### src/logic/strm_pkg.sv
// ##############################
// Streamer package
// Widths, depths and enums shared by the
// load and store streamers and the scratchpad
// ##############################
`default_nettype none

package strm_pkg;

  localparam int ADDR_W    = 10;               // byte address, 1 KiB
  localparam int STRM_DW   = 32;               // stream beat width
  localparam int MEM_DW    = STRM_DW + 32;     // two words for realignment
  localparam int MEM_WORDS = 256;              // 32-bit words
  localparam int WORD_AW   = $clog2(MEM_WORDS);
  localparam int CNT_W     = 8;                // beat count width
  localparam int OFS_DEPTH = 4;                // >= outstanding reads (2)
  localparam int OFS_AW    = $clog2(OFS_DEPTH);

  typedef enum logic [1:0] {
    STRM_IDLE,
    STRM_WORKING,   // addresses still going out
    STRM_DRAIN      // waiting for the tail of the job
  } strm_state_e;

  typedef enum logic {
    MEM_READ,
    MEM_WRITE
  } mem_op_e;

endpackage

`default_nettype wire

### src/logic/mem_arbiter.sv
// ##############################
// Memory arbiter
// Round-robin between two initiators,
// routes read valid back to its owner
// ##############################
`default_nettype none

module mem_arbiter (
  input  logic                         clk_i,
  input  logic                         rst_ni,
  input  logic                         req0_i,
  input  strm_pkg::mem_op_e            op0_i,
  input  logic [strm_pkg::ADDR_W-1:0]  addr0_i,
  input  logic [strm_pkg::STRM_DW-1:0] wdata0_i,
  output logic                         gnt0_o,
  output logic                         r_valid0_o,
  input  logic                         req1_i,
  input  strm_pkg::mem_op_e            op1_i,
  input  logic [strm_pkg::ADDR_W-1:0]  addr1_i,
  input  logic [strm_pkg::STRM_DW-1:0] wdata1_i,
  output logic                         gnt1_o,
  output logic                         r_valid1_o,
  output logic                         mem_req_o,
  output strm_pkg::mem_op_e            mem_op_o,
  output logic [strm_pkg::ADDR_W-1:0]  mem_addr_o,
  output logic [strm_pkg::STRM_DW-1:0] mem_wdata_o,
  input  logic                         mem_gnt_i,
  input  logic                         mem_r_valid_i
);

  logic last_q;   // initiator granted last time
  logic owner_q;  // initiator of the read in flight
  logic sel;      // 1 picks initiator 1

  assign sel         = req1_i & (~req0_i | ~last_q);  // on conflict the other one wins
  assign mem_req_o   = req0_i | req1_i;
  assign mem_op_o    = sel ? op1_i    : op0_i;
  assign mem_addr_o  = sel ? addr1_i  : addr0_i;
  assign mem_wdata_o = sel ? wdata1_i : wdata0_i;
  assign gnt0_o      = req0_i & ~sel & mem_gnt_i;
  assign gnt1_o      = req1_i &  sel & mem_gnt_i;
  assign r_valid0_o  = mem_r_valid_i & ~owner_q;
  assign r_valid1_o  = mem_r_valid_i &  owner_q;

  always_ff @(posedge clk_i or negedge rst_ni) begin
    if (!rst_ni) begin
      last_q  <= 1'b0;
      owner_q <= 1'b0;
    end else if (mem_req_o & mem_gnt_i) begin
      last_q <= sel;
      if (mem_op_o == strm_pkg::MEM_READ) owner_q <= sel;
    end
  end

  // back-to-back conflicts alternate the winner
  a_alternate : assert property (@(posedge clk_i) disable iff (!rst_ni)
    (req0_i && req1_i && mem_gnt_i && $past(req0_i && req1_i && mem_gnt_i))
      |-> (gnt1_o != $past(gnt1_o)));

  a_read_latency : assert property (@(posedge clk_i) disable iff (!rst_ni)
    (mem_req_o && mem_gnt_i && mem_op_o == strm_pkg::MEM_READ) |=> mem_r_valid_i);

endmodule

`default_nettype wire

### config.mk
export PLATFORM = sky130hd
export DESIGN_NAME = mem_arbiter
export DESIGN_NICKNAME = d
export VERILOG_FILES = /design/src/logic/strm_pkg.sv /design/src/logic/mem_arbiter.sv
export SDC_FILE = /design/constraint.sdc
export NUM_CORES = 1
export LEC_CHECK = 0
export BUFFER_PORTS_ARGS = -buffer_cell sky130_fd_sc_hd__buf_4
export CORE_UTILIZATION = 31
export CTS_BUF_LIST = sky130_fd_sc_hd__clkbuf_4 sky130_fd_sc_hd__clkbuf_8
export CTS_CLUSTER_DIAMETER = 30
export DETAILED_ROUTE_END_ITERATION = 12
export GPL_ROUTABILITY_DRIVEN = 1
export PLACE_DENSITY_LB_ADDON = 0.08
export SETUP_SLACK_MARGIN = 0.05
export SLEW_MARGIN = 40
export SYNTH_ARGS = -nofsm -noshare
export SYNTH_HDL_FRONTEND = slang
export SYNTH_SLANG_ARGS = --single-unit
### constraint.sdc
create_clock -name clk_i -period 3.15 [get_ports clk_i]
set_clock_uncertainty 0.2 [all_clocks]
set_input_delay 0.1575 -clock clk_i [delete_from_list [all_inputs] [get_ports clk_i]]
set_output_delay 0.1575 -clock clk_i [all_outputs]
set_load 0.01 [all_outputs]
==> out/metrics.json <==
{
  "run_status": {"value": "complete, no violations"},
  "synth_nets": {"value": 158},
  "wire_length_of_the_first_global_routing_pass": {"value": 3950, "unit": "um"},
  "floorplan.die.height": {"value": 54.2, "unit": "um"},
  "num_rows": {"value": 18},
  "grt_antenna_before_repair": {"value": 0},
  "cts.reportedPaths.clkPinSlew": {"value": 0.03, "unit": "ns"},
  "setup.worst_path.class": {"value": "flop to primary output"},
  "gp_routability_congestion": {"value": 0.689},
  "pin_count_of_the_biggest_net_entering_global_routing": {"value": 37},
  "synth_largest_area_cell": {"value": "sky130_fd_sc_hd__mux2_4"},
  "grtUsageTotal": {"value": 18.7, "unit": "%"},
  "worst_hold_path_class": {"value": "input port to flop"},
  "critPathLaunchType": {"value": "flop"},
  "fin_tns_setup": {"value": 0, "unit": "ns"},
  "core_region_area": {"value": 0.00252, "unit": "sq mm"},
  "first_global_vias": {"value": 951},
  "hold-path-endpoint": {"value": "last_q$_DFFE_PN0P_"},
  "rsz0062_at_grt": {"value": "false"},
  "hold_path.startpoint": {"value": "req1_i"},
  "slew_violations": {"value": 0},
  "numCtsBuffers": {"value": 3},
  "cell_area_after_layout": {"value": 0.00190, "unit": "sq mm"},
  "design.die.area": {"value": 0.00293, "unit": "sq mm"},
  "postLayoutCoreUtil": {"value": 75.2, "unit": "%"},
  "crit_start": {"value": "last_q$_DFFE_PN0P_"},
  "clock.fmax": {"value": 440, "unit": "MHz"},
  "dp_cells": {"value": 231},
  "power.density": {"value": 239, "unit": "mW/mm^2"},
  "number_of_distinct_library_cells_after_synthesis": {"value": 14},
  "chipWidth": {"value": 54.2, "unit": "um"},
  "wl": {"value": 3110, "unit": "um"},
  "postSynth.topFlopCell": {"value": "sky130_fd_sc_hd__dfrtp_1"},
  "worstReg2RegStart": {"value": "last_q$_DFFE_PN0P_"},
  "grt_overflow_total": {"value": 0},
  "p_leak": {"value": 1.08, "unit": "nW"},
  "crit_required": {"value": 2.79, "unit": "ns"},
  "vdd_drop_max": {"value": 0.000252, "unit": "V"},
  "synth.top_cells.by_area": {"value": "sky130_fd_sc_hd__mux2_4 (66%), sky130_fd_sc_hd__mux2_2 (8.0%), sky130_fd_sc_hd__buf_12 (7.1%)"},
  "top_level_ports": {"value": 140},
  "max_cap_viols": {"value": 0},
  "hold_depth": {"value": 3},
  "nNetsFinal": {"value": 299},
  "r2r-end": {"value": "owner_q$_DFFE_PN0P_"},
  "cts_buffer_depth": {"value": 2},
  "synth-edff-count": {"value": 0},
  "cts_resized": {"value": 0},
  "mappedNetlistArea": {"value": 843, "unit": "sq um"},
  "final_layout_size_suffix_gt1_share": {"value": 91.2, "unit": "%"},
  "worst-endpoint-arrival": {"value": 1.91, "unit": "ns"},
  "cts_tree": {"value": "built"},
  "synthesis.yosys.warnings": {"value": 0},
  "layout_worst_path_cycle_share": {"value": 72.1, "unit": "%"},
  "drcViolationCount": {"value": 0},
  "crit_path_max_fanout": {"value": 36},
  "areaGrowthSynthToFinish": {"value": 125, "unit": "%"},
  "numPortBuffers": {"value": 139},
  "finalWorstPathRequiredPeriod": {"value": 2.27, "unit": "ns"},
  "clock-sinks": {"value": 2},
  "tightest_slew": {"value": 0.511, "unit": "ns"},
  "setup_violations": {"value": 0},
  "worstRegToRegCells": {"value": 4},
  "non_filler_cells_final": {"value": 235},
  "via_per_inst": {"value": 4.49},
  "critical_path.endpoint_type": {"value": "primary output"},
  "wire_per_inst": {"value": 13.2, "unit": "um"},
  "clock_latency": {"value": 0.22, "unit": "ns"},
  "synth_async_reset_ratio": {"value": 100, "unit": "%"},
  "ant_diodes": {"value": 0},
  "drtAntennaViolNets": {"value": 0},
  "drt_pre_antenna_iters": {"value": 3},
  "placed_cell_area": {"value": 0.00187, "unit": "sq mm"},
  "detailedPlacementHpwl": {"value": 2700, "unit": "um"},
  "yosys_register_bits": {"value": 2},
  "initial_core_util": {"value": 33.4, "unit": "%"},
  "worst_slew_margin_rel": {"value": 65.9, "unit": "%"},
  "htree_levels": {"value": 1},
  "cts.root.buffer_cell": {"value": "sky130_fd_sc_hd__clkbuf_4"},
  "ys_seq_area_share": {"value": 5.93, "unit": "%"},
  "synthCells": {"value": 66},
  "timing_hold_violations_final": {"value": 0},
  "via_count": {"value": 1056},
  "rrSetupSlack": {"value": 1.51, "unit": "ns"},
  "post-synth-top-area-fraction": {"value": 65.9, "unit": "%"},
  "synth_top_cells_by_count": {"value": "sky130_fd_sc_hd__mux2_4 (37), sky130_fd_sc_hd__mux2_2 (6), sky130_fd_sc_hd__nand2_1 (4), sky130_fd_sc_hd__buf_12 (3), sky130_fd_sc_hd__o21ai_0 (3)"},
  "post_synthesis_average_cell_area": {"value": 12.8, "unit": "sq um"},
  "drt_first_iter_violations": {"value": 5},
  "yosysMostFrequentCell": {"value": "sky130_fd_sc_hd__mux2_4"}
}
area by class of cell:
cell class / count / area, sq um
Clock buffer: 3 / 22.5
Fill cell: 188 / 624
Inverter: 1 / 3.75
Multi-Input combinational cell: 58 / 711
Sequential cell: 2 / 50.0
Tap cell: 30 / 37.5
Timing Repair Buffer: 141 / 1070
state kept, by name, summed over array words and instances, names as in the netlist:
register	count
last_q	1
owner_q	1
metrics by stage:
step / worst slack [ns] / hold slack (ns) / power (mW)
after floorplan: 1.65 / -0.338 / 0.225
after global placement: 1.14 / -0.258 / 0.392
after detailed placement: 1.10 / -0.257 / 0.399
after CTS: 0.849 / 0.0257 / 0.461
after global routing: 0.767 / 0.0370 / 0.485
final: 0.878 / 0.0287 / 0.453
cell families (layout without fill, tap and decap cells):
family                 Yosys count  in the layout  synth area share (%)
AO/OA/AOI/OAI                    4              4                  3.12
flip-flops                       2              2                  5.93
buffers and inverters            6            145                  10.7
multiplexers                    43             43                  73.9
AND/OR/NAND/NOR                 11             11                  6.38
critical path, cell delays in order, from the launching register on:
cell and delay [ns]:
sky130_fd_sc_hd__dfrtp_1 0.40, sky130_fd_sc_hd__a21boi_4 0.45, sky130_fd_sc_hd__buf_12 0.32, sky130_fd_sc_hd__mux2_2 0.37
sky130_fd_sc_hd__buf_4 0.14
layer usage:
layer / wire, um / global-route usage [%] / share of wire [%]
met4: 7 / 8.55 / 0.23
met1: 930 / 17.4 / 30
met2: 1770 / 36.6 / 57
met3: 402 / 5.08 / 13
met5: 0 / 0 / 0
placed cells by master (no fill, tap or decap):
master,instances
sky130_fd_sc_hd__a21boi_4,1
sky130_fd_sc_hd__and2_1,2
sky130_fd_sc_hd__buf_12,1
sky130_fd_sc_hd__buf_4,139
sky130_fd_sc_hd__clkbuf_4,3
sky130_fd_sc_hd__dfrtp_1,2
sky130_fd_sc_hd__dlygate4sd3_1,1
sky130_fd_sc_hd__inv_1,1
sky130_fd_sc_hd__mux2_2,6
sky130_fd_sc_hd__mux2_4,37
sky130_fd_sc_hd__nand2_1,4
sky130_fd_sc_hd__nand2b_1,1
sky130_fd_sc_hd__nor2_1,2
sky130_fd_sc_hd__nor2b_1,2
sky130_fd_sc_hd__o21ai_0,3
report_power, final:
| part | internal, mW | switching (mW) |
|---|---|---|
| clock network | 0.0420 | 0.0147 |
| registers | 0.0312 | 0.00539 |
| logic | 0.240 | 0.120 |
| total | 0.313 | 0.140 |
repair_timing:
action	in CTS	in global routing
endpoints found under the hold margin	2	0
buffers inserted	0	0
hold buffers	1	0
worst max-delay path by stage:
stage          depth (start not counted)              end  slack, ns
2_1_floorplan                          4  mem_wdata_o[24]       1.65
3_3_place_gp                           4    mem_addr_o[1]       1.14
3_5_place_dp                           4    mem_addr_o[1]       1.10
4_1_cts                                4    mem_addr_o[1]       0.85
5_1_grt                                4    mem_addr_o[1]       0.77
6_report                               4    mem_addr_o[1]       0.88
Note: power is estimated with default switching activity, not from simulation.
