==> src/logic/strm_pkg.sv <==
// ##############################
// Streamer package
// Widths, depths and enums shared by the
// load and store streamers and the scratchpad
// ##############################
`default_nettype none

package strm_pkg;

  localparam int ADDR_W    = 10;               // byte address, 1 KiB
  localparam int STRM_DW   = 32;               // stream beat width
  localparam int MEM_DW    = STRM_DW + 32;     // two words for realignment
  localparam int MEM_WORDS = 256;              // 32-bit words
  localparam int WORD_AW   = $clog2(MEM_WORDS);
  localparam int CNT_W     = 8;                // beat count width
  localparam int OFS_DEPTH = 4;                // >= outstanding reads (2)
  localparam int OFS_AW    = $clog2(OFS_DEPTH);

  typedef enum logic [1:0] {
    STRM_IDLE,
    STRM_WORKING,   // addresses still going out
    STRM_DRAIN      // waiting for the tail of the job
  } strm_state_e;

  typedef enum logic {
    MEM_READ,
    MEM_WRITE
  } mem_op_e;

endpackage

`default_nettype wire

==> src/logic/strm_addr_gen.sv <==
// ##############################
// Strided address generator
// Holds each byte address until taken,
// flags the last one of the job
// ##############################
`default_nettype none

module strm_addr_gen (
  input  logic                        clk_i,
  input  logic                        rst_ni,
  input  logic                        start_i,
  input  logic [strm_pkg::ADDR_W-1:0] base_i,
  input  logic [strm_pkg::ADDR_W-1:0] stride_i,
  input  logic [strm_pkg::CNT_W-1:0]  count_i,
  input  logic                        addr_ready_i,
  output logic                        addr_valid_o,
  output logic [strm_pkg::ADDR_W-1:0] addr_o,
  output logic                        last_o
);

  logic [strm_pkg::ADDR_W-1:0] addr_q;
  logic [strm_pkg::ADDR_W-1:0] stride_q;
  logic [strm_pkg::CNT_W-1:0]  rem_q;    // addresses left incl. current
  logic                        valid_q;
  logic                        take;

  assign take         = valid_q & addr_ready_i;
  assign addr_valid_o = valid_q;
  assign addr_o       = addr_q;
  assign last_o       = valid_q & (rem_q == strm_pkg::CNT_W'(1));

  always_ff @(posedge clk_i or negedge rst_ni) begin
    if (!rst_ni) begin
      valid_q <= 1'b0;
      rem_q   <= '0;
    end else if (start_i) begin
      valid_q <= (count_i != '0);     // empty job stays quiet
      rem_q   <= count_i;
    end else if (take) begin
      valid_q <= ~last_o;             // quiet after final take
      rem_q   <= rem_q - 1'b1;
    end
  end

  always_ff @(posedge clk_i) begin
    if (start_i) begin
      addr_q   <= base_i;
      stride_q <= stride_i;
    end else if (take) begin
      addr_q <= addr_q + stride_q;    // wraps within the byte space
    end
  end

  a_take_valid : assert property (@(posedge clk_i) disable iff (!rst_ni)
    addr_ready_i |-> addr_valid_o);

endmodule

`default_nettype wire

==> src/logic/strm_source.sv <==
// ##############################
// Load streamer
// Strided reads from the scratchpad,
// realigned into a 32-bit stream
// ##############################
`default_nettype none

module strm_source (
  input  logic                         clk_i,
  input  logic                         rst_ni,
  input  logic                         start_i,
  input  logic [strm_pkg::ADDR_W-1:0]  base_i,
  input  logic [strm_pkg::ADDR_W-1:0]  stride_i,
  input  logic [strm_pkg::CNT_W-1:0]   count_i,
  output logic                         ready_o,
  output logic                         done_o,
  output logic                         req_o,
  output strm_pkg::mem_op_e            op_o,
  output logic [strm_pkg::ADDR_W-1:0]  addr_o,
  input  logic                         gnt_i,
  input  logic                         r_valid_i,
  input  logic [strm_pkg::MEM_DW-1:0]  r_data_i,
  output logic                         src_valid_o,
  output logic [strm_pkg::STRM_DW-1:0] src_data_o,
  input  logic                         src_ready_i
);

  strm_pkg::strm_state_e cs, ns;

  logic                        start_go;
  logic                        ag_valid;
  logic                        ag_take;
  logic                        ag_last;
  logic [strm_pkg::ADDR_W-1:0] ag_addr;
  logic [strm_pkg::CNT_W-1:0]  count_q;
  logic [strm_pkg::CNT_W-1:0]  beat_q;
  logic                        beat_xfer;

  logic [1:0]                  ofs_mem [strm_pkg::OFS_DEPTH];
  logic [strm_pkg::OFS_AW-1:0] ofs_wptr, ofs_rptr;
  logic [strm_pkg::OFS_AW:0]   ofs_cnt;
  logic                        ofs_push, ofs_pop;

  logic                        skid_valid_q;
  logic [strm_pkg::MEM_DW-1:0] skid_q;
  logic [strm_pkg::MEM_DW-1:0] raw_data;
  logic [strm_pkg::MEM_DW-1:0] aligned;

  assign ready_o  = (cs == strm_pkg::STRM_IDLE);
  assign start_go = start_i & ready_o;

  strm_addr_gen i_addr_gen (
    .clk_i        ( clk_i    ),
    .rst_ni       ( rst_ni   ),
    .start_i      ( start_go ),
    .base_i       ( base_i   ),
    .stride_i     ( stride_i ),
    .count_i      ( count_i  ),
    .addr_ready_i ( ag_take  ),
    .addr_valid_o ( ag_valid ),
    .addr_o       ( ag_addr  ),
    .last_o       ( ag_last  )
  );

  assign req_o   = (cs == strm_pkg::STRM_WORKING) & ag_valid & src_ready_i;  // stop on backpressure
  assign op_o    = strm_pkg::MEM_READ;
  assign addr_o  = {ag_addr[strm_pkg::ADDR_W-1:2], 2'b00};                   // word aligned
  assign ag_take = req_o & gnt_i;

  // byte offsets of reads in flight or parked in skid
  assign ofs_push = ag_take;
  assign ofs_pop  = beat_xfer;

  always_ff @(posedge clk_i or negedge rst_ni) begin
    if (!rst_ni) begin
      ofs_wptr <= '0;
      ofs_rptr <= '0;
      ofs_cnt  <= '0;
    end else begin
      if (ofs_push) ofs_wptr <= ofs_wptr + 1'b1;
      if (ofs_pop)  ofs_rptr <= ofs_rptr + 1'b1;
      ofs_cnt <= ofs_cnt + ofs_push - ofs_pop;
    end
  end

  always_ff @(posedge clk_i) begin
    if (ofs_push) ofs_mem[ofs_wptr] <= ag_addr[1:0];
  end

  // skid holds a word that arrived while stream was stalled
  always_ff @(posedge clk_i or negedge rst_ni) begin
    if (!rst_ni)                       skid_valid_q <= 1'b0;
    else if (r_valid_i & ~src_ready_i) skid_valid_q <= 1'b1;
    else if (src_ready_i)              skid_valid_q <= 1'b0;  // drained
  end

  always_ff @(posedge clk_i) begin
    if (r_valid_i) skid_q <= r_data_i;
  end

  assign raw_data    = skid_valid_q ? skid_q : r_data_i;         // parked word first
  assign aligned     = raw_data >> {ofs_mem[ofs_rptr], 3'b000};  // drop leading bytes
  assign src_data_o  = aligned[strm_pkg::STRM_DW-1:0];
  assign src_valid_o = r_valid_i | skid_valid_q;
  assign beat_xfer   = src_valid_o & src_ready_i;

  always_ff @(posedge clk_i or negedge rst_ni) begin
    if (!rst_ni)        beat_q <= '0;
    else if (start_go)  beat_q <= '0;
    else if (beat_xfer) beat_q <= beat_q + 1'b1;
  end

  always_ff @(posedge clk_i) begin
    if (start_go) count_q <= count_i;
  end

  always_ff @(posedge clk_i or negedge rst_ni) begin
    if (!rst_ni) cs <= strm_pkg::STRM_IDLE;
    else         cs <= ns;
  end

  always_comb begin
    ns     = cs;
    done_o = 1'b0;
    case (cs)
      strm_pkg::STRM_IDLE: begin
        if (start_i) ns = strm_pkg::STRM_WORKING;
      end
      strm_pkg::STRM_WORKING: begin
        if (!ag_valid || (ag_take && ag_last)) ns = strm_pkg::STRM_DRAIN;  // all reads issued
      end
      strm_pkg::STRM_DRAIN: begin
        if (beat_q == count_q) begin  // every beat delivered
          ns     = strm_pkg::STRM_IDLE;
          done_o = 1'b1;
        end
      end
      default: ns = strm_pkg::STRM_IDLE;
    endcase
  end

  a_ofs_no_overflow : assert property (@(posedge clk_i) disable iff (!rst_ni)
    ofs_push |-> (int'(ofs_cnt) < strm_pkg::OFS_DEPTH));

  a_rvalid_has_ofs : assert property (@(posedge clk_i) disable iff (!rst_ni)
    r_valid_i |-> (ofs_cnt != '0));

endmodule

`default_nettype wire

==> config.mk <==
export PLATFORM = sky130hd
export DESIGN_NAME = strm_source
export DESIGN_NICKNAME = d
export VERILOG_FILES = /design/src/logic/strm_pkg.sv /design/src/logic/strm_addr_gen.sv /design/src/logic/strm_source.sv
export SDC_FILE = /design/constraint.sdc
export NUM_CORES = 1
export LEC_CHECK = 0
export ABC_AREA = 1
export BUFFER_PORTS_ARGS = -buffer_cell sky130_fd_sc_hd__buf_2
export CAP_MARGIN = 10
export CORE_MARGIN = 10
export CORE_UTILIZATION = 55
export DETAILED_ROUTE_END_ITERATION = 8
export PLACE_DENSITY = 0.81
export SLEW_MARGIN = 20
export SYNTH_ARGS = -nofsm -noshare
export SYNTH_HDL_FRONTEND = slang
export SYNTH_SLANG_ARGS = --single-unit
export TNS_END_PERCENT = 5
==> constraint.sdc <==
create_clock -name clk_i -period 2.05 [get_ports clk_i]
set_input_delay 0.205 -clock clk_i [delete_from_list [all_inputs] [get_ports clk_i]]
set_output_delay 0.205 -clock clk_i [all_outputs]
set_load 0.005 [all_outputs]
==> results.md, run 1 <==
* Final ANT Viol Nets at 0
* Drt initial violations at 749
* Top cells by count, synth: nand2_1, edfxtp_1, nand3_1, nor2_1
* Global placement routability congestion at about 0.92
* Antenna violations before repair at 0
* NetSw at roughly 4.4 mW
* Reg area at around 3400 sq um
* 1st-pass router iterations at 9
* FFs w/ async S/R, synth at around a fifth
* Unrepaired setup endpoints after global routing: yes
* Reg2reg setup slack at approximately 0.12 ns
* Placed cells at around 950
* Fin util at 77.5%
* Clock sink count at 116
* Layout area overhead at 38.5%
* Sw Ratio at ~38%
* Final setup fails at 22
* Clock power share at about a quarter
* Total power at 11.8 mW
* Drt drc at 0
* Vias post-DR at roughly 6000
* Starting Density at between 50% and 60%
* Most numerous cell in the Yosys netlist: nand2_1
* Die H at roughly 130 um
* Synth top area share at between 40% and 50%
* Unique cell type count in the Yosys netlist at 33
* Worst-Skew Late Latency at approximately 0.42 ns
* Failing checks: setup timing
* Port Buffers at about 130
* Post-place setup slack at roughly 0.12 ns
* Slew Limit Fails at 0
* Leakage at around 3.9 nW
* Final Critical Period at roughly 2.1 ns
* Die boundary width at between 100 and 150 um
* Total negative setup slack at -0.914 ns
* CP endpoint kind: output port
* Post-synth EDFFs at 92
* Rel. slew slack at around half
* Hold path cells at 1
* Cell taking the most area after synthesis: edfxtp_1
* Reg2Reg Depth at 8
* Nets at around 1000
* Fillcell total at just under 700
* Comb power frac at around 44%
* Hold Path End: skid_q[7]
* Antenna diodes at 0
* Mapped Area at 6360 sq um
* Clk slew on worst S/H paths at 0.06 ns
* Vias in the first global route at between 6000 and 7000
* F_max at about 470 MHz
* Footprint of the multi-input gates at 2740 sq um
* Dominant synthesized flop cell: edfxtp_1
* Status: complete, but fails checks
* Root buf cell: clkbuf_16
* Warnings from Yosys at 0
* Worst VDD drop at 1.13 mV
* Slowest stage delay, CP at around 0.46 ns
* Rows at 39
* Max-cap violations at 0
* Finished Layout Cells at about 1100
* Seq/Total Area, Yosys at between 50 and 60%
* Hold Worst Slack at approximately 0.023 ns
* Tcrit/Tclk final at 104%
* Share of cells above drive strength 1 at between 20% and 30%
* Pint at roughly 7.4 mW
* CP max stage cell: dfrtp_2
* Hold Crit Class: in -> reg
* Power per cell area at 1340 nW/um^2
* Critical path class: reg -> out
* Cells along the critical path: buf_12 -> mux2i_1 -> nand2_2 -> o21ai_4 -> o21ai_1 -> buf_2
* Worst r2r src: i_addr_gen.addr_o[0]
* Htree depth at 4
* Sequential power share at between 20 and 30%
* Core Area at 11400 sq um
* Flops & latches, synth at 116
* Top cells by area, synth: edfxtp_1, nand2_1, dfrtp_1
* RR Endpoint: i_addr_gen.addr_o[6]
* First-pass GRT wire length at 30100 um
* Setup ws final at -0.0829 ns
* Final Instance Area at approximately 8800 sq um
* Full die area at between 15000 and 20000 sq um
* Total grt overflow at 0
* Mean number of vias per cell at between 5 and 6
* Largest net degree at the start of global routing at 57
* Synthesized area per cell at 9.14 sq um
* Gr usage total at 22.9%
* Synth Instances at approximately 700
* Num ports at around 150
* Worst Tran Pin Value at 0.736 ns
* CTS tree: done
* Final wirelength at 19700 um
* DP Wirelength at about 12000 um
* CP Launch Type: flop
* Max FO, Critical Path at 19
* CTS Buffer Depth at 2
* Post-DP Area at about 7000 sq um
* Number of buffers created by CTS at 17
* CP required at 1.85 ns
* Final Skew at ~0.0066 ns
* Final hold violation count at 0
* Detailed-route wire length per cell at around 19 um
* Worst EP arrival at approximately 1.9 ns
* Hold Startpoint: r_data_i[7]
[registers in the layout (all words and copies together), names as in the netlist]
signal and cells:
i_addr_gen.rem_q 8, i_addr_gen.addr_valid_o 1, count_q 8, cs 2, ofs_wptr 2, i_addr_gen.addr_o 10, ofs_mem 8, skid_valid_q 1
beat_q 8, ofs_rptr 2, skid_q 56, i_addr_gen.stride_q 10
[metal layers]
metal / GRT usage (%) / share of wire (%) / up-vias
li1: - / - / 2773
met5: 0 / 0 / -
met1: 26.4 / 36 / 2772
met3: 7.98 / 11 / 67
met4: 8.74 / 3.0 / 0
met2: 38.4 / 50 / 418
[placed cells by master, fill, tap and decap left out, drive strengths merged]
cell,n
inv,42
nor2,56
xor2,5
o21a,1
xnor2,12
dlygate4sd3,74
nor3,2
nand3,70
edfxtp,92
nand4,6
nand3b,2
o211ai,5
clkinvlp,1
conb,3
or2,2
nand2,209
o221ai,3
fa,1
a21oi,8
clkinv,7
mux2i,32
ha,16
buf,152
bufinv,4
dfrtp,24
clkbuf,23
o21ai,67
[worst max-delay path by stage]
| stage | startpoint | to | slack (ns) | depth (start not counted) |
|---|---|---|---|---|
| global placement | i_addr_gen.addr_o[0] | i_addr_gen.addr_o[6] | 0.20 | 8 |
| CTS | ofs_rptr[0] | src_data_o[5] | -0.07 | 10 |
| detailed placement | i_addr_gen.addr_o[0] | i_addr_gen.addr_o[6] | 0.12 | 8 |
| floorplan | i_addr_gen.addr_o[0] | i_addr_gen.addr_o[6] | 0.31 | 8 |
| global route | skid_valid_q | src_data_o[17] | -0.18 | 6 |
| finish | skid_valid_q | src_data_o[9] | -0.08 | 6 |
[worst max-delay path, delay by kind of cell, from the launching register on]
kind,cells,cell delay [ns]
AO/OA/AOI/OAI,2,0.20
buffers and inverters,2,0.36
flip-flops,1,0.46
multiplexers,1,0.36
AND/OR/NAND/NOR,1,0.13
[timing repair]
action	in CTS	in global routing
hold endpoints to repair	97	0
pin swaps	3	5
gates cloned	3	2
hold buffers	74	0
buffers inserted	2	3
setup endpoints to repair	31	34
gates resized for setup	24	55
[kinds of logic (layout without fill, tap and decap cells)]
family / Yosys count / after routing / share of synthesized area, %
AO/OA/AOI/OAI: 84 / 84 / 7.02
XOR/XNOR: 17 / 17 / 2.34
adder cells (fa/ha/maj): 17 / 17 / 3.46
buffers and inverters: 82 / 303 / 6.57
flip-flops: 116 / 116 / 52.8
multiplexers: 32 / 32 / 5.03
other: 1 / 3 / 0.0589
AND/OR/NAND/NOR: 347 / 347 / 22.7
[layout make-up]
cell class / instances / share of cell area (%)
Clock buffer: 21 / 5.23
Clock inverter: 11 / 1.77
Inverter: 43 / 2.00
Multi-Input combinational cell: 500 / 31.1
Sequential cell: 116 / 38.2
Tap cell: 143 / 2.03
Timing Repair Buffer: 228 / 19.7
[power by group through the flow]
stage	sequential [mW]	combinational (mW)	clock (mW)
after floorplan	3.37	2.95	0
after global placement	3.42	4.09	0
after detailed placement	3.45	4.23	0
after CTS	3.42	4.80	3.14
after global routing	3.48	5.72	3.27
final	3.44	5.24	3.12
Power figures use the tool's default switching activity.
==> inputs of run 2 (changes only) <==
--- a/config.mk
+++ b/config.mk
@@ -11,7 +11,8 @@
 export CORE_MARGIN = 10
 export CORE_UTILIZATION = 55
 export DETAILED_ROUTE_END_ITERATION = 8
-export PLACE_DENSITY = 0.81
+export PLACE_DENSITY_LB_ADDON = 0.1
+export RECOVER_POWER = 25
 export SLEW_MARGIN = 20
 export SYNTH_ARGS = -nofsm -noshare
 export SYNTH_HDL_FRONTEND = slang
==> results.md, run 2 (synthesis gave the netlist of run 1 again) <==
* Worst VDD drop at ~0.95 mV
* Final setup fails at 24
* Total power at 11.2 mW
* Post-DP Area at roughly 7100 sq um
* CP Launch Type: flop
* Tcrit/Tclk final at 105%
* Die H at between 100 and 150 um
* Status: complete, but fails checks
* Slew Limit Fails at 0
* Num ports at ~150
* Number of buffers created by CTS at 17
* CTS Buffer Depth at 2
* First-pass GRT wire length at approximately 28000 um
* Antenna violations before repair at 0
* Worst Tran Pin Value at 1.43 ns
* Drt drc at 0
* Final ANT Viol Nets at 0
* Max-cap violations at 0
* DP Wirelength at roughly 12000 um
* Clock sink count at about 120
* Failing checks: setup timing
* Total negative setup slack at -0.561 ns
* Setup ws final at -0.103 ns
* Final Instance Area at around 8700 sq um
* Starting Density at a little under three fifths
* Worst-Skew Late Latency at 0.42 ns
* Final hold violation count at 0
* Leakage at 3.84 nW
* F_max at 465 MHz
* Port Buffers at 133
* Drt initial violations at slightly below 700
* Die boundary width at 128 um
* Worst EP arrival at 1.95 ns
* Delay-heaviest family, CP: simple AND/OR/NAND/NOR gates
* Final Critical Period at ~2.2 ns
* Hold Crit Class: in -> reg
* Hold Worst Slack at 0.0470 ns
* CTS tree: done
* Full die area at roughly 16000 sq um
* Max FO, Critical Path at 14
* Commonest non-fill, non-tap cell in the layout: nand2_1
* Slowest stage delay, CP at 0.44 ns
* 1st-pass router iterations at 5
* Vias in the first global route at roughly 5800
* Rel. slew slack at under 10%
* Layout area overhead at 36.8%
* Power per cell area at between 1000 and 1500 nW/um^2
* Total grt overflow at 0
* Core Area at 11400 sq um
* CP max stage cell: dfrtp_2
* Share of cells above drive strength 1 at around a quarter
* Register with the most flip-flops: skid_q
* Fillcell total at 770
* Final wirelength at ~18000 um
* Nets at ~1000
* Largest net degree at the start of global routing at 57
* Footprint of the multi-input gates at between 2000 and 3000 sq um
* Max reg flops at 56
* Commonest non-fill, non-tap cells in the layout: nand2_1, buf_2, edfxtp_1
* Gr usage total at between 20 and 25%
* Rows at 39
* Detailed-route wire length per cell at 17.2 um
* CP dominant cell by count: nand2_1
* Cells along the critical path: nand2_1 -> nand3_4 -> nand2_8 -> inv_8 -> buf_12 -> nand2_1 -> o21ai_1 -> o21ai_2 -> buf_2
* Reg area at ~3400 sq um
* Root buf cell: clkbuf_16
* Htree depth at 4
* Global placement routability congestion at 0.887
* Mean number of vias per cell at 5.50
* Post-place setup slack at 0.129 ns
* Vias post-DR at just under 6000
* Clk slew on worst S/H paths at around 0.05 ns
* CP endpoint kind: output port
* WP buf/inv at 3
* Unrepaired setup endpoints after global routing: yes
* Final Skew at between 0.003 and 0.004 ns
* CP required at 1.85 ns
* Critical path class: reg -> out
-- run 2: cell count changes in the layout (fill, tap and decap cells not counted), moves of 3 or more --
cell,delta
o21ai_2,+8
clkbuf_1,+4
nand2_1,+6
clkinv_1,+3
nand2_2,-7
bufinv_16,-3
buf_4,-4
buf_2,-4
o21ai_1,-9
-- run 2: final cells by class --
cell class	count	share of cell area (%)
flip-flops and latches	116	38.6
clock buffers	19	4.97
repair buffers	225	19.5
inverters	43	2.00
clock inverters	13	1.06
multi-input cells	500	31.7
diodes	1	0.0287
well taps	143	2.05
-- run 2: layer usage --
layer  vias up  global-route usage, %  wire length (um)
met4         0                   9.67               414
met5         -                      0                 0
met1      2730                   24.5              6990
li1       2773                      -                 -
met2       294                   37.3              9390
met3        37                   6.49              1400
-- run 2: final timing paths --
kind | slack [ns] | start | depth (start not counted) | to
worst max-delay path | -0.10 | ofs_rptr[0] | 9 | src_data_o[11]
worst min-delay path | 0.05 | src_ready_i | 2 | skid_valid_q
worst max register to register | 0.17 | i_addr_gen.addr_o[0] | 8 | i_addr_gen.addr_o[6]
worst min register to register | 0.54 | i_addr_gen.rem_q[7] | 2 | i_addr_gen.rem_q[7]
max in group asynchronous | 1.34 | rst_ni | 2 | ofs_rptr[0]
min in group asynchronous | 0.30 | rst_ni | 2 | i_addr_gen.rem_q[6]
-- run 2: repair_timing --
action	4_1_cts	5_1_grt
gates resized for setup	38	45
cloned	3	1
endpoints found under the setup margin	32	34
endpoints found under the hold margin	94	1
hold buffers	71	1
setup buffers	1	2
pin swaps	3	7
-- run 2: worst register-to-register path, delay by kind of cell (launching register included) --
kind | cells | cell delay (ns)
adder cells (fa/ha/maj) | 2 | 0.64
flip-flops | 1 | 0.44
AND/OR/NAND/NOR | 6 | 0.55
-- run 2: where the power goes --
part           switching, mW  internal (mW)  total [mW]
Combinational           2.95           2.17        5.12
Sequential             0.314           3.11        3.42
Clock                   1.02           1.63        2.65
-- run 2: stage by stage --
step | util (%) | std cells
2_1_floorplan | - | 698
3_3_place_gp | 62.7 | 949
3_5_place_dp | 62.7 | 949
4_1_cts | 75.2 | 1056
5_1_grt | 76.6 | 1059
6_report | 76.6 | 1060
