<file path="config.mk">
export PLATFORM = sky130hd
export DESIGN_NAME = strm_sink
export DESIGN_NICKNAME = d
export VERILOG_FILES = /design/src/logic/strm_pkg.sv /design/src/logic/strm_addr_gen.sv /design/src/logic/strm_sink.sv
export SDC_FILE = /design/constraint.sdc
export NUM_CORES = 1
export LEC_CHECK = 0
export BUFFER_PORTS_ARGS = -buffer_cell sky130_fd_sc_hd__buf_2
export CORE_MARGIN = 2
export CORE_UTILIZATION = 35
export CTS_BUF_LIST = sky130_fd_sc_hd__clkbuf_4 sky130_fd_sc_hd__clkbuf_8
export CTS_CLUSTER_DIAMETER = 60
export CTS_CLUSTER_SIZE = 12
export DETAILED_ROUTE_END_ITERATION = 10
export PLACE_DENSITY = 0.65
export SYNTH_ARGS = -nofsm -noshare
export SYNTH_HDL_FRONTEND = slang
export SYNTH_SLANG_ARGS = --single-unit
</file>
<file path="constraint.sdc">
create_clock -name clk_i -period 3.15 [get_ports clk_i]
set_clock_uncertainty 0.2 [all_clocks]
set_input_delay 0.315 -clock clk_i [delete_from_list [all_inputs] [get_ports clk_i]]
set_output_delay 0.315 -clock clk_i [all_outputs]
set_load 0.01 [all_outputs]
</file>
<file path="src/logic/strm_pkg.sv">
// ##############################
// Streamer package
// Widths, depths and enums shared by the
// load and store streamers and the scratchpad
// ##############################
`default_nettype none

package strm_pkg;

  localparam int ADDR_W    = 10;               // byte address, 1 KiB
  localparam int STRM_DW   = 32;               // stream beat width
  localparam int MEM_DW    = STRM_DW + 32;     // two words for realignment
  localparam int MEM_WORDS = 256;              // 32-bit words
  localparam int WORD_AW   = $clog2(MEM_WORDS);
  localparam int CNT_W     = 8;                // beat count width
  localparam int OFS_DEPTH = 4;                // >= outstanding reads (2)
  localparam int OFS_AW    = $clog2(OFS_DEPTH);

  typedef enum logic [1:0] {
    STRM_IDLE,
    STRM_WORKING,   // addresses still going out
    STRM_DRAIN      // waiting for the tail of the job
  } strm_state_e;

  typedef enum logic {
    MEM_READ,
    MEM_WRITE
  } mem_op_e;

endpackage

`default_nettype wire

</file>
<file path="src/logic/strm_addr_gen.sv">
// ##############################
// Strided address generator
// Holds each byte address until taken,
// flags the last one of the job
// ##############################
`default_nettype none

module strm_addr_gen (
  input  logic                        clk_i,
  input  logic                        rst_ni,
  input  logic                        start_i,
  input  logic [strm_pkg::ADDR_W-1:0] base_i,
  input  logic [strm_pkg::ADDR_W-1:0] stride_i,
  input  logic [strm_pkg::CNT_W-1:0]  count_i,
  input  logic                        addr_ready_i,
  output logic                        addr_valid_o,
  output logic [strm_pkg::ADDR_W-1:0] addr_o,
  output logic                        last_o
);

  logic [strm_pkg::ADDR_W-1:0] addr_q;
  logic [strm_pkg::ADDR_W-1:0] stride_q;
  logic [strm_pkg::CNT_W-1:0]  rem_q;    // addresses left incl. current
  logic                        valid_q;
  logic                        take;

  assign take         = valid_q & addr_ready_i;
  assign addr_valid_o = valid_q;
  assign addr_o       = addr_q;
  assign last_o       = valid_q & (rem_q == strm_pkg::CNT_W'(1));

  always_ff @(posedge clk_i or negedge rst_ni) begin
    if (!rst_ni) begin
      valid_q <= 1'b0;
      rem_q   <= '0;
    end else if (start_i) begin
      valid_q <= (count_i != '0);     // empty job stays quiet
      rem_q   <= count_i;
    end else if (take) begin
      valid_q <= ~last_o;             // quiet after final take
      rem_q   <= rem_q - 1'b1;
    end
  end

  always_ff @(posedge clk_i) begin
    if (start_i) begin
      addr_q   <= base_i;
      stride_q <= stride_i;
    end else if (take) begin
      addr_q <= addr_q + stride_q;    // wraps within the byte space
    end
  end

  a_take_valid : assert property (@(posedge clk_i) disable iff (!rst_ni)
    addr_ready_i |-> addr_valid_o);

endmodule

`default_nettype wire

</file>
<file path="src/logic/strm_sink.sv">
// ##############################
// Store streamer
// Writes stream beats to word-aligned
// strided scratchpad addresses
// ##############################
`default_nettype none

module strm_sink (
  input  logic                         clk_i,
  input  logic                         rst_ni,
  input  logic                         start_i,
  input  logic [strm_pkg::ADDR_W-1:0]  base_i,
  input  logic [strm_pkg::ADDR_W-1:0]  stride_i,
  input  logic [strm_pkg::CNT_W-1:0]   count_i,
  output logic                         ready_o,
  output logic                         done_o,
  output logic                         req_o,
  output strm_pkg::mem_op_e            op_o,
  output logic [strm_pkg::ADDR_W-1:0]  addr_o,
  output logic [strm_pkg::STRM_DW-1:0] wdata_o,
  input  logic                         gnt_i,
  input  logic                         snk_valid_i,
  input  logic [strm_pkg::STRM_DW-1:0] snk_data_i,
  output logic                         snk_ready_o
);

  strm_pkg::strm_state_e cs, ns;

  logic                        start_go;
  logic                        ag_valid;
  logic                        ag_take;
  logic                        ag_last;
  logic [strm_pkg::ADDR_W-1:0] ag_addr;

  assign ready_o  = (cs == strm_pkg::STRM_IDLE);
  assign start_go = start_i & ready_o;

  strm_addr_gen i_addr_gen (
    .clk_i        ( clk_i    ),
    .rst_ni       ( rst_ni   ),
    .start_i      ( start_go ),
    .base_i       ( base_i   ),
    .stride_i     ( stride_i ),
    .count_i      ( count_i  ),
    .addr_ready_i ( ag_take  ),
    .addr_valid_o ( ag_valid ),
    .addr_o       ( ag_addr  ),
    .last_o       ( ag_last  )
  );

  assign req_o       = (cs == strm_pkg::STRM_WORKING) & ag_valid & snk_valid_i;
  assign op_o        = strm_pkg::MEM_WRITE;
  assign addr_o      = {ag_addr[strm_pkg::ADDR_W-1:2], 2'b00};  // low bits ignored
  assign wdata_o     = snk_data_i;
  assign ag_take     = req_o & gnt_i;
  assign snk_ready_o = ag_take;                                 // beat and address go together

  always_ff @(posedge clk_i or negedge rst_ni) begin
    if (!rst_ni) cs <= strm_pkg::STRM_IDLE;
    else         cs <= ns;
  end

  always_comb begin
    ns     = cs;
    done_o = 1'b0;
    case (cs)
      strm_pkg::STRM_IDLE: begin
        if (start_i) ns = strm_pkg::STRM_WORKING;
      end
      strm_pkg::STRM_WORKING: begin
        if (!ag_valid || (ag_take && ag_last)) ns = strm_pkg::STRM_DRAIN;  // last write taken
      end
      strm_pkg::STRM_DRAIN: begin
        ns     = strm_pkg::STRM_IDLE;  // writes need no response
        done_o = 1'b1;
      end
      default: ns = strm_pkg::STRM_IDLE;
    endcase
  end

  // pending beat stays put until it is written
  a_beat_held : assert property (@(posedge clk_i) disable iff (!rst_ni)
    (snk_valid_i && !snk_ready_o) |=> (snk_valid_i && $stable(snk_data_i)));

endmodule

`default_nettype wire

</file>
==> metrics.md, run 1 <==
| Metric | Value |
|---|---|
| Pre-Repair DR Iteration Count | 4 |
| Peak supply drop | approximately 0.00043 V |
| Die Width | slightly above 80 µm |
| Max-slew violation count | 0 |
| TritonCTS clock tree | done |
| Number of cells after detailed placement | between 200 and 300 |
| Asr flop ratio synth | 35.48% |
| Port bufs | 44 |
| Clock-pin slew on the worst setup and hold paths | 0.06 ns |
| Post-synthesis sequential area ratio | 42.48% |
| Detailed Route WL | roughly 4.0 mm |
| CTS root buf | clkbuf_8 |
| Gr ovfl total | 0 |
| Top delay family on crit path | compound AO/OA/AOI/OAI gates |
| Largest area contributor in the netlist | edfxtp_1 |
| Syn Area/Cell | about 10 µm² |
| Maximum buffer depth of the clock tree | 2 |
| Crit end category | register |
| Die area | roughly 0.0065 mm² |
| Gate Count Post-Synth | 203 |
| Layout cell share with drive strength beyond 1 | between 30% and 40% |
| Final net count | around 300 |
| Final Hold Fails | 0 |
| I/O pins | roughly 110 |
| Most used DFF post-synth | edfxtp_1 |
| MaxCap Viol Count | 0 |
| Worst Tran Pin Value | 0.6062 ns |
| Worst Setup Start Kind | register |
| Worst-Skew Late Latency | just under 0.3 ns |
| Routability Congestion | around 0.8 |
| Post-synth EDFFs | 20 |
| WP buf/inv | 0 |
| GRT Total Usage | between 10% and 20% |
| DR vias/cell | 4.912 |
| Effective utilization at floorplan | a little under two fifths |
| Critical Path AT | 2.33 ns |
| H-tree depth | 2 |
| Status | complete, no violations |
| CP max stage cell | fa_1 |
| FILL cells | around 590 |
| Post-DR wirelength/cell | about 14 µm |
| Non-Filler Instances | between 200 and 300 |
| Initial antenna violation count | 0 |
| Vias in the first global route | about 1400 |
| First-pass GRT wire length | 6.451 mm |
| LEAKAGE | between 0.9 and 1 nW |
| Slew margin rel. | about three fifths |
| RSZ-0062 raised after global routing | false |
| Worst hold path class | primary input to register |
| Worst Path Class, Setup | register to register |
| Mapped Area | about 0.0021 mm² |
| First DRT Iteration DRCs | 45 |
| HPWL Detailed | 2.982 mm |
| Critical path required time | 2.95 ns |
| Max Clk Rate | between 300 and 400 MHz |
| # hold bufs at CTS | 10 |
| N_diodes | 0 |
| DRC viols | 0 |
| Final setup viols | 0 |
| Clock net sink count | 31 |
| CORE AREA | between 0.005 and 0.006 mm² |
| Largest net degree at the start of global routing | 20 |
| Area delta synth->final | 8.920% |
| Setup bufs post-CTS | 0 |
| Final Cycle Share | 80.39% |
| Chip Height | approximately 81 µm |
| Post-synth cell types | 50 |
| Cell Pwr Density | ~970 mW/mm² |
| Rows | 27 |
| Final ANT Viol Nets | 0 |
| Post-synthesis register bit count | 31 |
| CP peak stage delay | approximately 0.43 ns |
| Cells along the critical path | ha_1 > fa_1 > a211oi_1 > o211ai_1 > a31oi_1 > xor2_1 > o21ai_0 |
| Post-CTS sizing | 0 |
| Setup TNS | 0 ns |
| Crit path max fanout | 3 |
| Top post-synthesis cells by area | edfxtp_1, buf_4, dfrtp_1 |
| Min Tclk post-route | 2.532 ns |
| Num CTS Buffers | 5 |
| DR vias | between 1000 and 1500 |
| Post-synth top area share | ~29% |
| Yosys warning count | 0 |
[cell usage in the layout, fill, tap and decap left out, types with 5 or more instances in the layout]
master	synthesis	routed
dfrtp_1	11	11
nand3_1	5	5
nor2_1	7	7
dlygate4sd3_1	0	10
edfxtp_1	20	20
ha_1	11	11
clkbuf_8	0	5
o21ai_0	13	13
inv_1	5	5
buf_2	0	44
nand2_1	24	24
a21oi_1	6	6
o211ai_1	5	5
[per-stage QoR]
step / cell area (µm²) / hold WS, ns / setup slack [ns] / power [mW] / utilization, %
after global routing: 2246 / 0.00009706 / 0.4484 / 2.393 / 40.05
after global placement: 2057 / 0.001819 / 0.6766 / 1.837 / 36.68
final: 2246 / 0.01156 / 0.6178 / 2.180 / 40.05
after detailed placement: 2057 / 0.004122 / 0.6236 / 1.866 / 36.68
after floorplan: 2066 / -0.1806 / 0.8274 / 1.686 / -
after CTS: 2246 / 0.003834 / 0.6198 / 2.210 / 40.05
[worst reg2reg max path: stages, from the launching register on]
cell and delay, ns:
edfxtp_1 0.37, ha_1 0.26, fa_1 0.43, a211oi_1 0.38, o211ai_1 0.15, a31oi_1 0.21
xor2_1 0.15, o21ai_0 0.10
[layout make-up]
type                    count  area, µm²  area share, %
well taps                  72      90.09          4.011
inverters                   6      22.52          1.003
flip-flops and latches     31      875.8          39.00
multi-input cells         121      833.3          37.10
clock buffers               7      83.83          3.733
repair buffers             56      335.3          14.93
clock inverters             1      5.005         0.2228
[cell usage after synthesis, drive strengths merged (3+ instances only)]
library cell and count:
buf 44, nand2 25, edfxtp 20, o21ai 14, dfrtp 11, ha 11
nor2 8, a21oi 7, inv 6, nand3 6, o211ai 6, or3 5
a211oi 4, xor2 4, nor4 3, o311ai 3
[power breakdown]
group | switching (mW) | internal, mW
combinational | 0.609 | 0.466
sequential | 0.116 | 0.670
clock | 0.147 | 0.172
[worst paths after layout]
check	slack [ns]	start	depth (start not counted)	to
setup / recovery	0.62	i_addr_gen.addr_o[0]	7	i_addr_gen.addr_o[8]
hold / removal	0.01	stride_i[4]	1	i_addr_gen.stride_q[4]
setup reg to reg	0.62	i_addr_gen.addr_o[0]	7	i_addr_gen.addr_o[8]
hold reg to reg	0.38	i_addr_gen.rem_q[7]	1	i_addr_gen.rem_q[7]
max in group asynchronous	2.32	rst_ni	2	i_addr_gen.rem_q[1]
min in group asynchronous	0.22	rst_ni	2	i_addr_gen.rem_q[7]
[registers in the layout, summed over array words and instances, names as in the netlist]
signal / flops
i_addr_gen.addr_o: 10
cs: 2
i_addr_gen.addr_valid_o: 1
i_addr_gen.rem_q: 8
i_addr_gen.stride_q: 10
[metal layers]
layer  global-route usage, %  share of wire [%]  up-vias
met5                       0                  0        -
met3                   5.333                7.7        4
met4                   3.220               0.78        0
met2                   20.75                 45       56
li1                        -                  -      717
met1                   16.61                 46      667
[cells by family after synthesis]
family / synth area share [%]
AO/OA/AOI/OAI: 15.72
buffers and inverters: 17.29
XOR/XNOR: 2.549
AND/OR/NAND/NOR: 13.96
flip-flops: 42.48
other: 0.3642
adder cells (fa/ha/maj): 7.646
No activity file was read; power rests on OpenSTA's default activity.
==> inputs of run 2 (changes only) <==
Settings changed: PLACE_DENSITY 0.65 to 0.68.
Clock period 3.15 ns to 2.14 ns, I/O delays scaled along.
==> run 2 against run 1 <==
The flow now finishes with violations (negative setup slack); fmax rose by 13%; final area grew 12%; highest routed layer unchanged; die area is the same; clock power rose by 55%; combinational power rose by 75%; via count grew 5.7%; global-route usage rose by 0.94 points; first-iteration DRC count is 16% higher.
==> metrics.md, run 2 (synthesis gave the netlist of run 1 again) <==
| Metric | Value |
|---|---|
| Area delta synth->final | 22.51% (was 8.920%) |
| Critical Path AT | 2.06 ns (was 2.33 ns) |
| CORE AREA | 0.005608 mm² (unchanged) |
| Worst R2R Setup Slack | -0.1 ns (was 0.62 ns) |
| Final Hold Fails | 0 (unchanged) |
| HPWL Detailed | 3.065 mm (was 2.982 mm) |
| MaxCap Viol Count | 0 (unchanged) |
| Crit end category | register (unchanged) |
| Num CTS Buffers | 5 (unchanged) |
| Setup TNS | -0.2184 ns (was 0 ns) |
| Gr ovfl total | 0 (unchanged) |
| Placed cell areas | 0.002142 mm² (was 0.002057 mm²) |
| Most common cell after layout, fill and taps aside | buf_2 (unchanged) |
| I/O pins | 112 (unchanged) |
| Die area | 0.006521 mm² (unchanged) |
| Dpl ws | -0.09330 ns (was 0.6236 ns) |
| DR vias | 1527 (was 1444) |
| Post-DR wirelength/cell | 13.29 µm (was 13.54 µm) |
| RSZ-0062 raised after global routing | true (was false) |
| Layout cell share with drive strength beyond 1 | 35.34% (was 31.08%) |
| Final worst slack | -0.09889 ns (was 0.6178 ns) |
| Chip Height | 80.76 µm (unchanged) |
| Final Cycle Share | 104.6% (was 80.39%) |
| Vias in the first global route | 1579 (was 1449) |
| Min Tclk post-route | 2.239 ns (was 2.532 ns) |
| Initial antenna violation count | 0 (unchanged) |
| Final setup viols | 4 (was 0) |
| Rows | 27 (unchanged) |
| DR vias/cell | 4.757 (was 4.912) |
| H-tree depth | 2 (unchanged) |
| Worst Setup Start Kind | register (unchanged) |
| Port bufs | 44 (unchanged) |
| DRC viols | 0 (unchanged) |
| FILL cells | 564 (was 586) |
| Final net count | 325 (was 298) |
| Hold_ws | 0.01258 ns (was 0.01156 ns) |
| First DRT Iteration DRCs | 52 (was 45) |
| Peak supply drop | 0.0005218 V (was 0.0004270 V) |
| Die Width | 80.76 µm (unchanged) |
| Worst hold path class | primary input to register (unchanged) |
| Detailed Route WL | 4.266 mm (was 3.980 mm) |
| FF+latch area | 875.8 µm² (unchanged) |
| Clock net sink count | 31 (unchanged) |
| Multi-input gate area | 868.3 µm² (was 833.3 µm²) |
| Failing checks | negative setup slack |
| Pwr Total | 3.545 mW (was 2.180 mW) |
| Critical path required time | 1.96 ns (was 2.95 ns) |
| GRT Total Usage | 13.99% (was 13.05%) |
| Design area | 0.002526 mm² (was 0.002246 mm²) |
| Final ANT Viol Nets | 0 (unchanged) |
| TritonCTS clock tree | done (unchanged) |
| Crit path max fanout | 3 (unchanged) |
| Effective utilization at floorplan | 36.77% (unchanged) |
| Worst-Skew Late Latency | 0.29 ns (about the same) |
| LEAKAGE | 1.090 nW (was 0.9623 nW) |
| CTS root buf | clkbuf_8 (unchanged) |
| Routability Congestion | 0.7745 (was 0.8222) |
| First-pass GRT wire length | 7.044 mm (was 6.451 mm) |
| Largest net degree at the start of global routing | 17 (was 20) |
| Cell Pwr Density | 1403 mW/mm² (was 970.8 mW/mm²) |
| N_diodes | 0 (unchanged) |
| Maximum buffer depth of the clock tree | 2 (unchanged) |
| Max-slew violation count | 0 (unchanged) |
| Clock-pin slew on the worst setup and hold paths | 0.06 ns (about the same) |
| Pre-Repair DR Iteration Count | 4 (unchanged) |
| Status | finished, violations left (was complete, no violations) |
| Max Clk Rate | 446.7 MHz (was 394.9 MHz) |
| Worst Path Class, Setup | register to register (unchanged) |
| Most frequent cells in the layout | buf_2, nand2_1, dlygate4sd3_1, edfxtp_1, buf_4 (was buf_2, nand2_1, edfxtp_1, o21ai_0) |
## run 2: timing repair
action,CTS,global route
buffers inserted,3,1
endpoints found under the setup margin,4,6
hold buffers,23,0
hold endpoints to repair,33,0
resized for setup,1,8
cloned,0,0
pin swaps,1,10
## run 2: layout make-up
cell class / count / area share (%)
inverters: 6 / 0.8915
multi-input cells: 121 / 34.37
clock inverters: 1 / 0.1981
flip-flops and latches: 31 / 34.67
clock buffers: 7 / 3.566
repair buffers: 83 / 22.73
well taps: 72 / 3.566
## run 2: path summary, 6_finish.rpt
kind,start,end,cells after the start
max reg2reg,i_addr_gen.stride_q[1],i_addr_gen.addr_o[9],6
min in group asynchronous,rst_ni,i_addr_gen.rem_q[6],2
min,base_i[3],i_addr_gen.addr_o[3],3
max in group asynchronous,rst_ni,cs[1],2
min reg2reg,i_addr_gen.rem_q[2],i_addr_gen.rem_q[2],1
max,i_addr_gen.stride_q[1],i_addr_gen.addr_o[9],6
## run 2: per-stage QoR
step | cells | util [%]
2_1_floorplan | 204 | -
4_1_cts | 320 | 44.44
3_5_place_dp | 286 | 38.20
5_1_grt | 321 | 45.05
3_3_place_gp | 286 | 38.20
6_report | 321 | 45.05
## run 2: worst max-delay path, cell delays in order, from the launching register on
cell      delay, ns
edfxtp_1       0.42
ha_1           0.33
a211oi_2       0.28
o21bai_2       0.13
a21oi_2        0.20
nor4b_1        0.08
or3_1          0.34
## run 2: metal layers
layer  global-route usage (%)  wire length, µm  part of all wire, %  vias to the layer above
met4                    6.102               70                  1.6                        0
li1                         -                -                    -                      770
met1                    16.73             1975                   46                      709
met3                    4.333              264                  6.2                       14
met5                        0                0                    0                        -
met2                    23.25             1954                   46                       34
## run 2: power by group
part           internal, mW  total, mW  switching [mW]  leakage, nW
Sequential            0.986       1.16           0.177        0.323
Combinational         0.913       1.89           0.977        0.714
Clock                 0.272      0.493           0.221       0.0517
Total                  2.17       3.55            1.38         1.09
==> inputs of run 3 (changes only) <==
Settings changed: GPL_ROUTABILITY_DRIVEN from default to 0, PLACE_DENSITY 0.68 to 0.67, SYNTH_HIERARCHICAL from default to 1.
==> run 3 against run 2 <==
The flow still finishes with violations (negative setup slack); critical endpoint is now i_addr_gen/addr_o[8]; via count increased by 6.5%; power increased by 8.5%; register-to-register slack improved by 0.03 ns; synthesized cell count increased by 2.5%; non-clock buffer count increased by 1; sequential power about the same; die area increased by 1.7%.
==> metrics.md, run 3 <==
| Metric | Value |
|---|---|
| Status | finished, violations left (unchanged) |
| Failing checks | negative setup slack (unchanged) |
| Final net count | 337 (was 325) |
| Reg power frac | 30.9% (was 32.8%) |
| HPWL Detailed | 3.248 mm (was 3.065 mm) |
| Area delta synth->final | 29.20% (was 22.51%) |
| LEAKAGE | 1.109 nW (was 1.090 nW) |
| Die Width | 81.45 µm (was 80.76 µm) |
| CP max stage cell | edfxtp_1 (unchanged) |
| Switching Share | 39.28% (was 38.79%) |
| Post-synth top area share | 28.61% (was 29.13%) |
| Part of the power in combinational logic | 57.0% (was 53.3%) |
| Post-synth cell types | 50 (unchanged) |
| DR vias | 1626 (was 1527) |
| Post-synth top cells | buf_4, edfxtp_1, nand2_1 (was buf_4, nand2_1, edfxtp_1) |
| Final worst slack | -0.06509 ns (was -0.09889 ns) |
| Layout cell share with drive strength beyond 1 | 39.46% (was 35.34%) |
| Vias in the first global route | 1688 (was 1579) |
| Worst Path Class, Setup | register to register (unchanged) |
| Worst Setup Start Kind | register (unchanged) |
| Clock net sink count | 31 (unchanged) |
| Worst-Skew Late Latency | 0.28 ns (was 0.29 ns) |
| Placed cell areas | 0.002263 mm² (was 0.002142 mm²) |
| Count leader, synth | buf_4 (unchanged) |
| Crit end category | register (unchanged) |
| Most used DFF post-synth | edfxtp_1 (unchanged) |
| Largest area contributor in the netlist | edfxtp_1 (unchanged) |
| Post-DR wirelength/cell | 13.77 µm (was 13.29 µm) |
| Cells along the critical path | ha_2 > fa_2 > a211oi_4 > buf_4 > o211ai_1 > and3_1 > o31ai_2 (was ha_1 > a211oi_2 > o21bai_2 > a21oi_2 > nor4b_1 > or3_1) |
| Final Util | 46.36% (was 45.05%) |
| Gate Count Post-Synth | 208 (was 203) |
| Number of cells after detailed placement | 304 (was 286) |
| Most frequent cells in the layout | buf_2, dlygate4sd3_1, edfxtp_1, buf_4, nand2_1 (was buf_2, nand2_1, dlygate4sd3_1, edfxtp_1, buf_4) |
| First-pass GRT wire length | 7.458 mm (was 7.044 mm) |
| Critical Path AT | 2.12 ns (was 2.06 ns) |
| CTS root buf | clkbuf_8 (unchanged) |
| Final setup viols | 2 (was 4) |
| Clock-pin slew on the worst setup and hold paths | 0.06 ns (about the same) |
| Syn Area/Cell | 10.09 µm² (was 10.16 µm²) |
| Gr ovfl total | 0 (unchanged) |
| Worst hold path class | primary input to register (unchanged) |
| Design area | 0.002713 mm² (was 0.002526 mm²) |
| Asr flop ratio synth | 35.48% (unchanged) |
| Min Tclk post-route | 2.205 ns (was 2.239 ns) |
| Top post-synthesis cells by area | edfxtp_1, dfrtp_1, buf_4 (was edfxtp_1, buf_4, dfrtp_1) |
| Peak supply drop | 0.0005148 V (was 0.0005218 V) |
| Critical path required time | 2.06 ns (was 1.96 ns) |
| Largest net degree at the start of global routing | 29 (was 17) |
| N_diodes | 0 (unchanged) |
| DR vias/cell | 4.839 (was 4.757) |
| TritonCTS clock tree | done (unchanged) |
| RSZ-0062 raised after global routing | true (unchanged) |
| CORE AREA | 0.005851 mm² (was 0.005608 mm²) |
| Maximum buffer depth of the clock tree | 2 (unchanged) |
| Post-synth EDFFs | 20 (unchanged) |
| Post-synthesis register bit count | 31 (unchanged) |
| CP peak stage delay | 0.38 ns (was 0.42 ns) |
| Max Clk Rate | 453.5 MHz (was 446.7 MHz) |
| Rows | 28 (was 27) |
| Pre-Repair DR Iteration Count | 4 (unchanged) |
| Num CTS Buffers | 5 (unchanged) |
| Die area | 0.006634 mm² (was 0.006521 mm²) |
| First DRT Iteration DRCs | 94 (was 52) |
| Detailed Route WL | 4.628 mm (was 4.266 mm) |
| I/O pins | 112 (unchanged) |
| Setup TNS | -0.1073 ns (was -0.2184 ns) |
| Final ANT Viol Nets | 0 (unchanged) |
| Final Cycle Share | 103.0% (was 104.6%) |
| Max-slew violation count | 0 (unchanged) |
| Cell Pwr Density | 1418 mW/mm² (was 1403 mW/mm²) |
| Top delay family on crit path | adder cells (was compound AO/OA/AOI/OAI gates) |
| Port bufs | 44 (unchanged) |
| Most common cell after layout, fill and taps aside | buf_2 (unchanged) |
| GRT Total Usage | 14.81% (was 13.99%) |
| H-tree depth | 2 (unchanged) |
| Internal | 2.335 mW (was 2.170 mW) |
| Clock Power Share | 12.2% (was 13.9%) |
| P_sw | 1.510 mW (was 1.375 mW) |
| WP buf/inv | 1 (was 0) |
| Yosys warning count | 6 (was 0) |
| Effective utilization at floorplan | 35.89% (was 36.77%) |
| Chip Height | 81.45 µm (was 80.76 µm) |
| Crit path max fanout | 2 (was 3) |
| Dpl ws | -0.1777 ns (was -0.09330 ns) |
| Initial antenna violation count | 0 (unchanged) |
| MaxCap Viol Count | 0 (unchanged) |
| Post-synthesis sequential area ratio | 41.72% (was 42.48%) |
| DRC viols | 0 (unchanged) |
| Non-Filler Instances | 336 (was 321) |
| Mapped Area | 0.002100 mm² (was 0.002062 mm²) |
| Final Hold Fails | 0 (unchanged) |
[run 3: cell types whose count changed in the layout (fill, tap and decap cells not counted), moves of 4 or more]
cell      previous run  this run
nand2_1             24        17
nor2_1               7        12
o21ai_0              9        14
xnor2_1              2         7
buf_4               15        19
ha_1                 9         5
o211ai_1             5         1
[run 3: routing by layer]
metal	wire length [µm]	GRT usage, %	part of all wire (%)
met1	1949	17.14	42
met2	2332	25.33	50
met3	264	5.055	5.7
met4	81	5.424	1.8
met5	0	0	0
[run 3: area by class of cell]
class,instances,area (µm²)
fill,567,3138
multi-input combinational,133,1062
tap,75,93.84
inverter,5,18.77
clock buffer,7,83.83
timing repair buffer,84,573.1
clock inverter,1,5.005
sequential,31,875.8
[run 3: timing repair]
item                                    CTS  global route
setup buffers                             1             2
endpoints found under the setup margin    4            14
resized for setup                         4            21
endpoints found under the hold margin    30             0
pin swaps                                 7             6
hold buffers                             21             0
[run 3: path summary, 6_finish.rpt]
check                                        from                    to  slack [ns]  cells past startpoint
setup / recovery           i_addr_gen/stride_q[0]  i_addr_gen/addr_o[8]       -0.07                      7
hold / removal                          base_i[4]  i_addr_gen/addr_o[4]        0.02                      3
setup reg to reg           i_addr_gen/stride_q[0]  i_addr_gen/addr_o[8]       -0.07                      7
hold reg to reg                             cs[1]                 cs[0]        0.31                      1
max in group asynchronous                  rst_ni   i_addr_gen/rem_q[5]        1.40                      2
min in group asynchronous                  rst_ni   i_addr_gen/rem_q[0]        0.13                      2
[run 3: through the flow]
stage | hold WS (ns) | power (mW)
after global placement | -0.1033 | 2.938
final | 0.01991 | 3.845
after floorplan | -0.2816 | 2.410
after detailed placement | -0.1010 | 2.988
after global routing | 0.02244 | 4.174
after CTS | 0.009014 | 3.536
[run 3: power groups by stage]
stage          combinational (mW)  clock (mW)  sequential (mW)
6_report                     2.19       0.468             1.19
5_1_grt                      2.44       0.513             1.22
4_1_cts                      1.89       0.490             1.15
3_5_place_dp                 1.82           0             1.17
3_3_place_gp                 1.79           0             1.15
2_1_floorplan                1.24           0             1.17
[run 3: kinds of logic after synthesis]
| kind of cell | share of synthesized area (%) |
|---|---|
| AND/OR/NAND/NOR | 15.91 |
| multiplexers | 1.549 |
| other | 0.3577 |
| buffers and inverters | 14.36 |
| adder cells (fa/ha/maj) | 7.509 |
| AO/OA/AOI/OAI | 14.84 |
| XOR/XNOR | 3.755 |
| flip-flops | 41.72 |
[run 3: worst register-to-register path, delay by kind of cell (launching register included)]
kind	cells	cell delay, ns
simple gates	1	0.17
buf+inv	1	0.16
fa+ha+maj	2	0.60
compound gates	3	0.55
flops	1	0.38
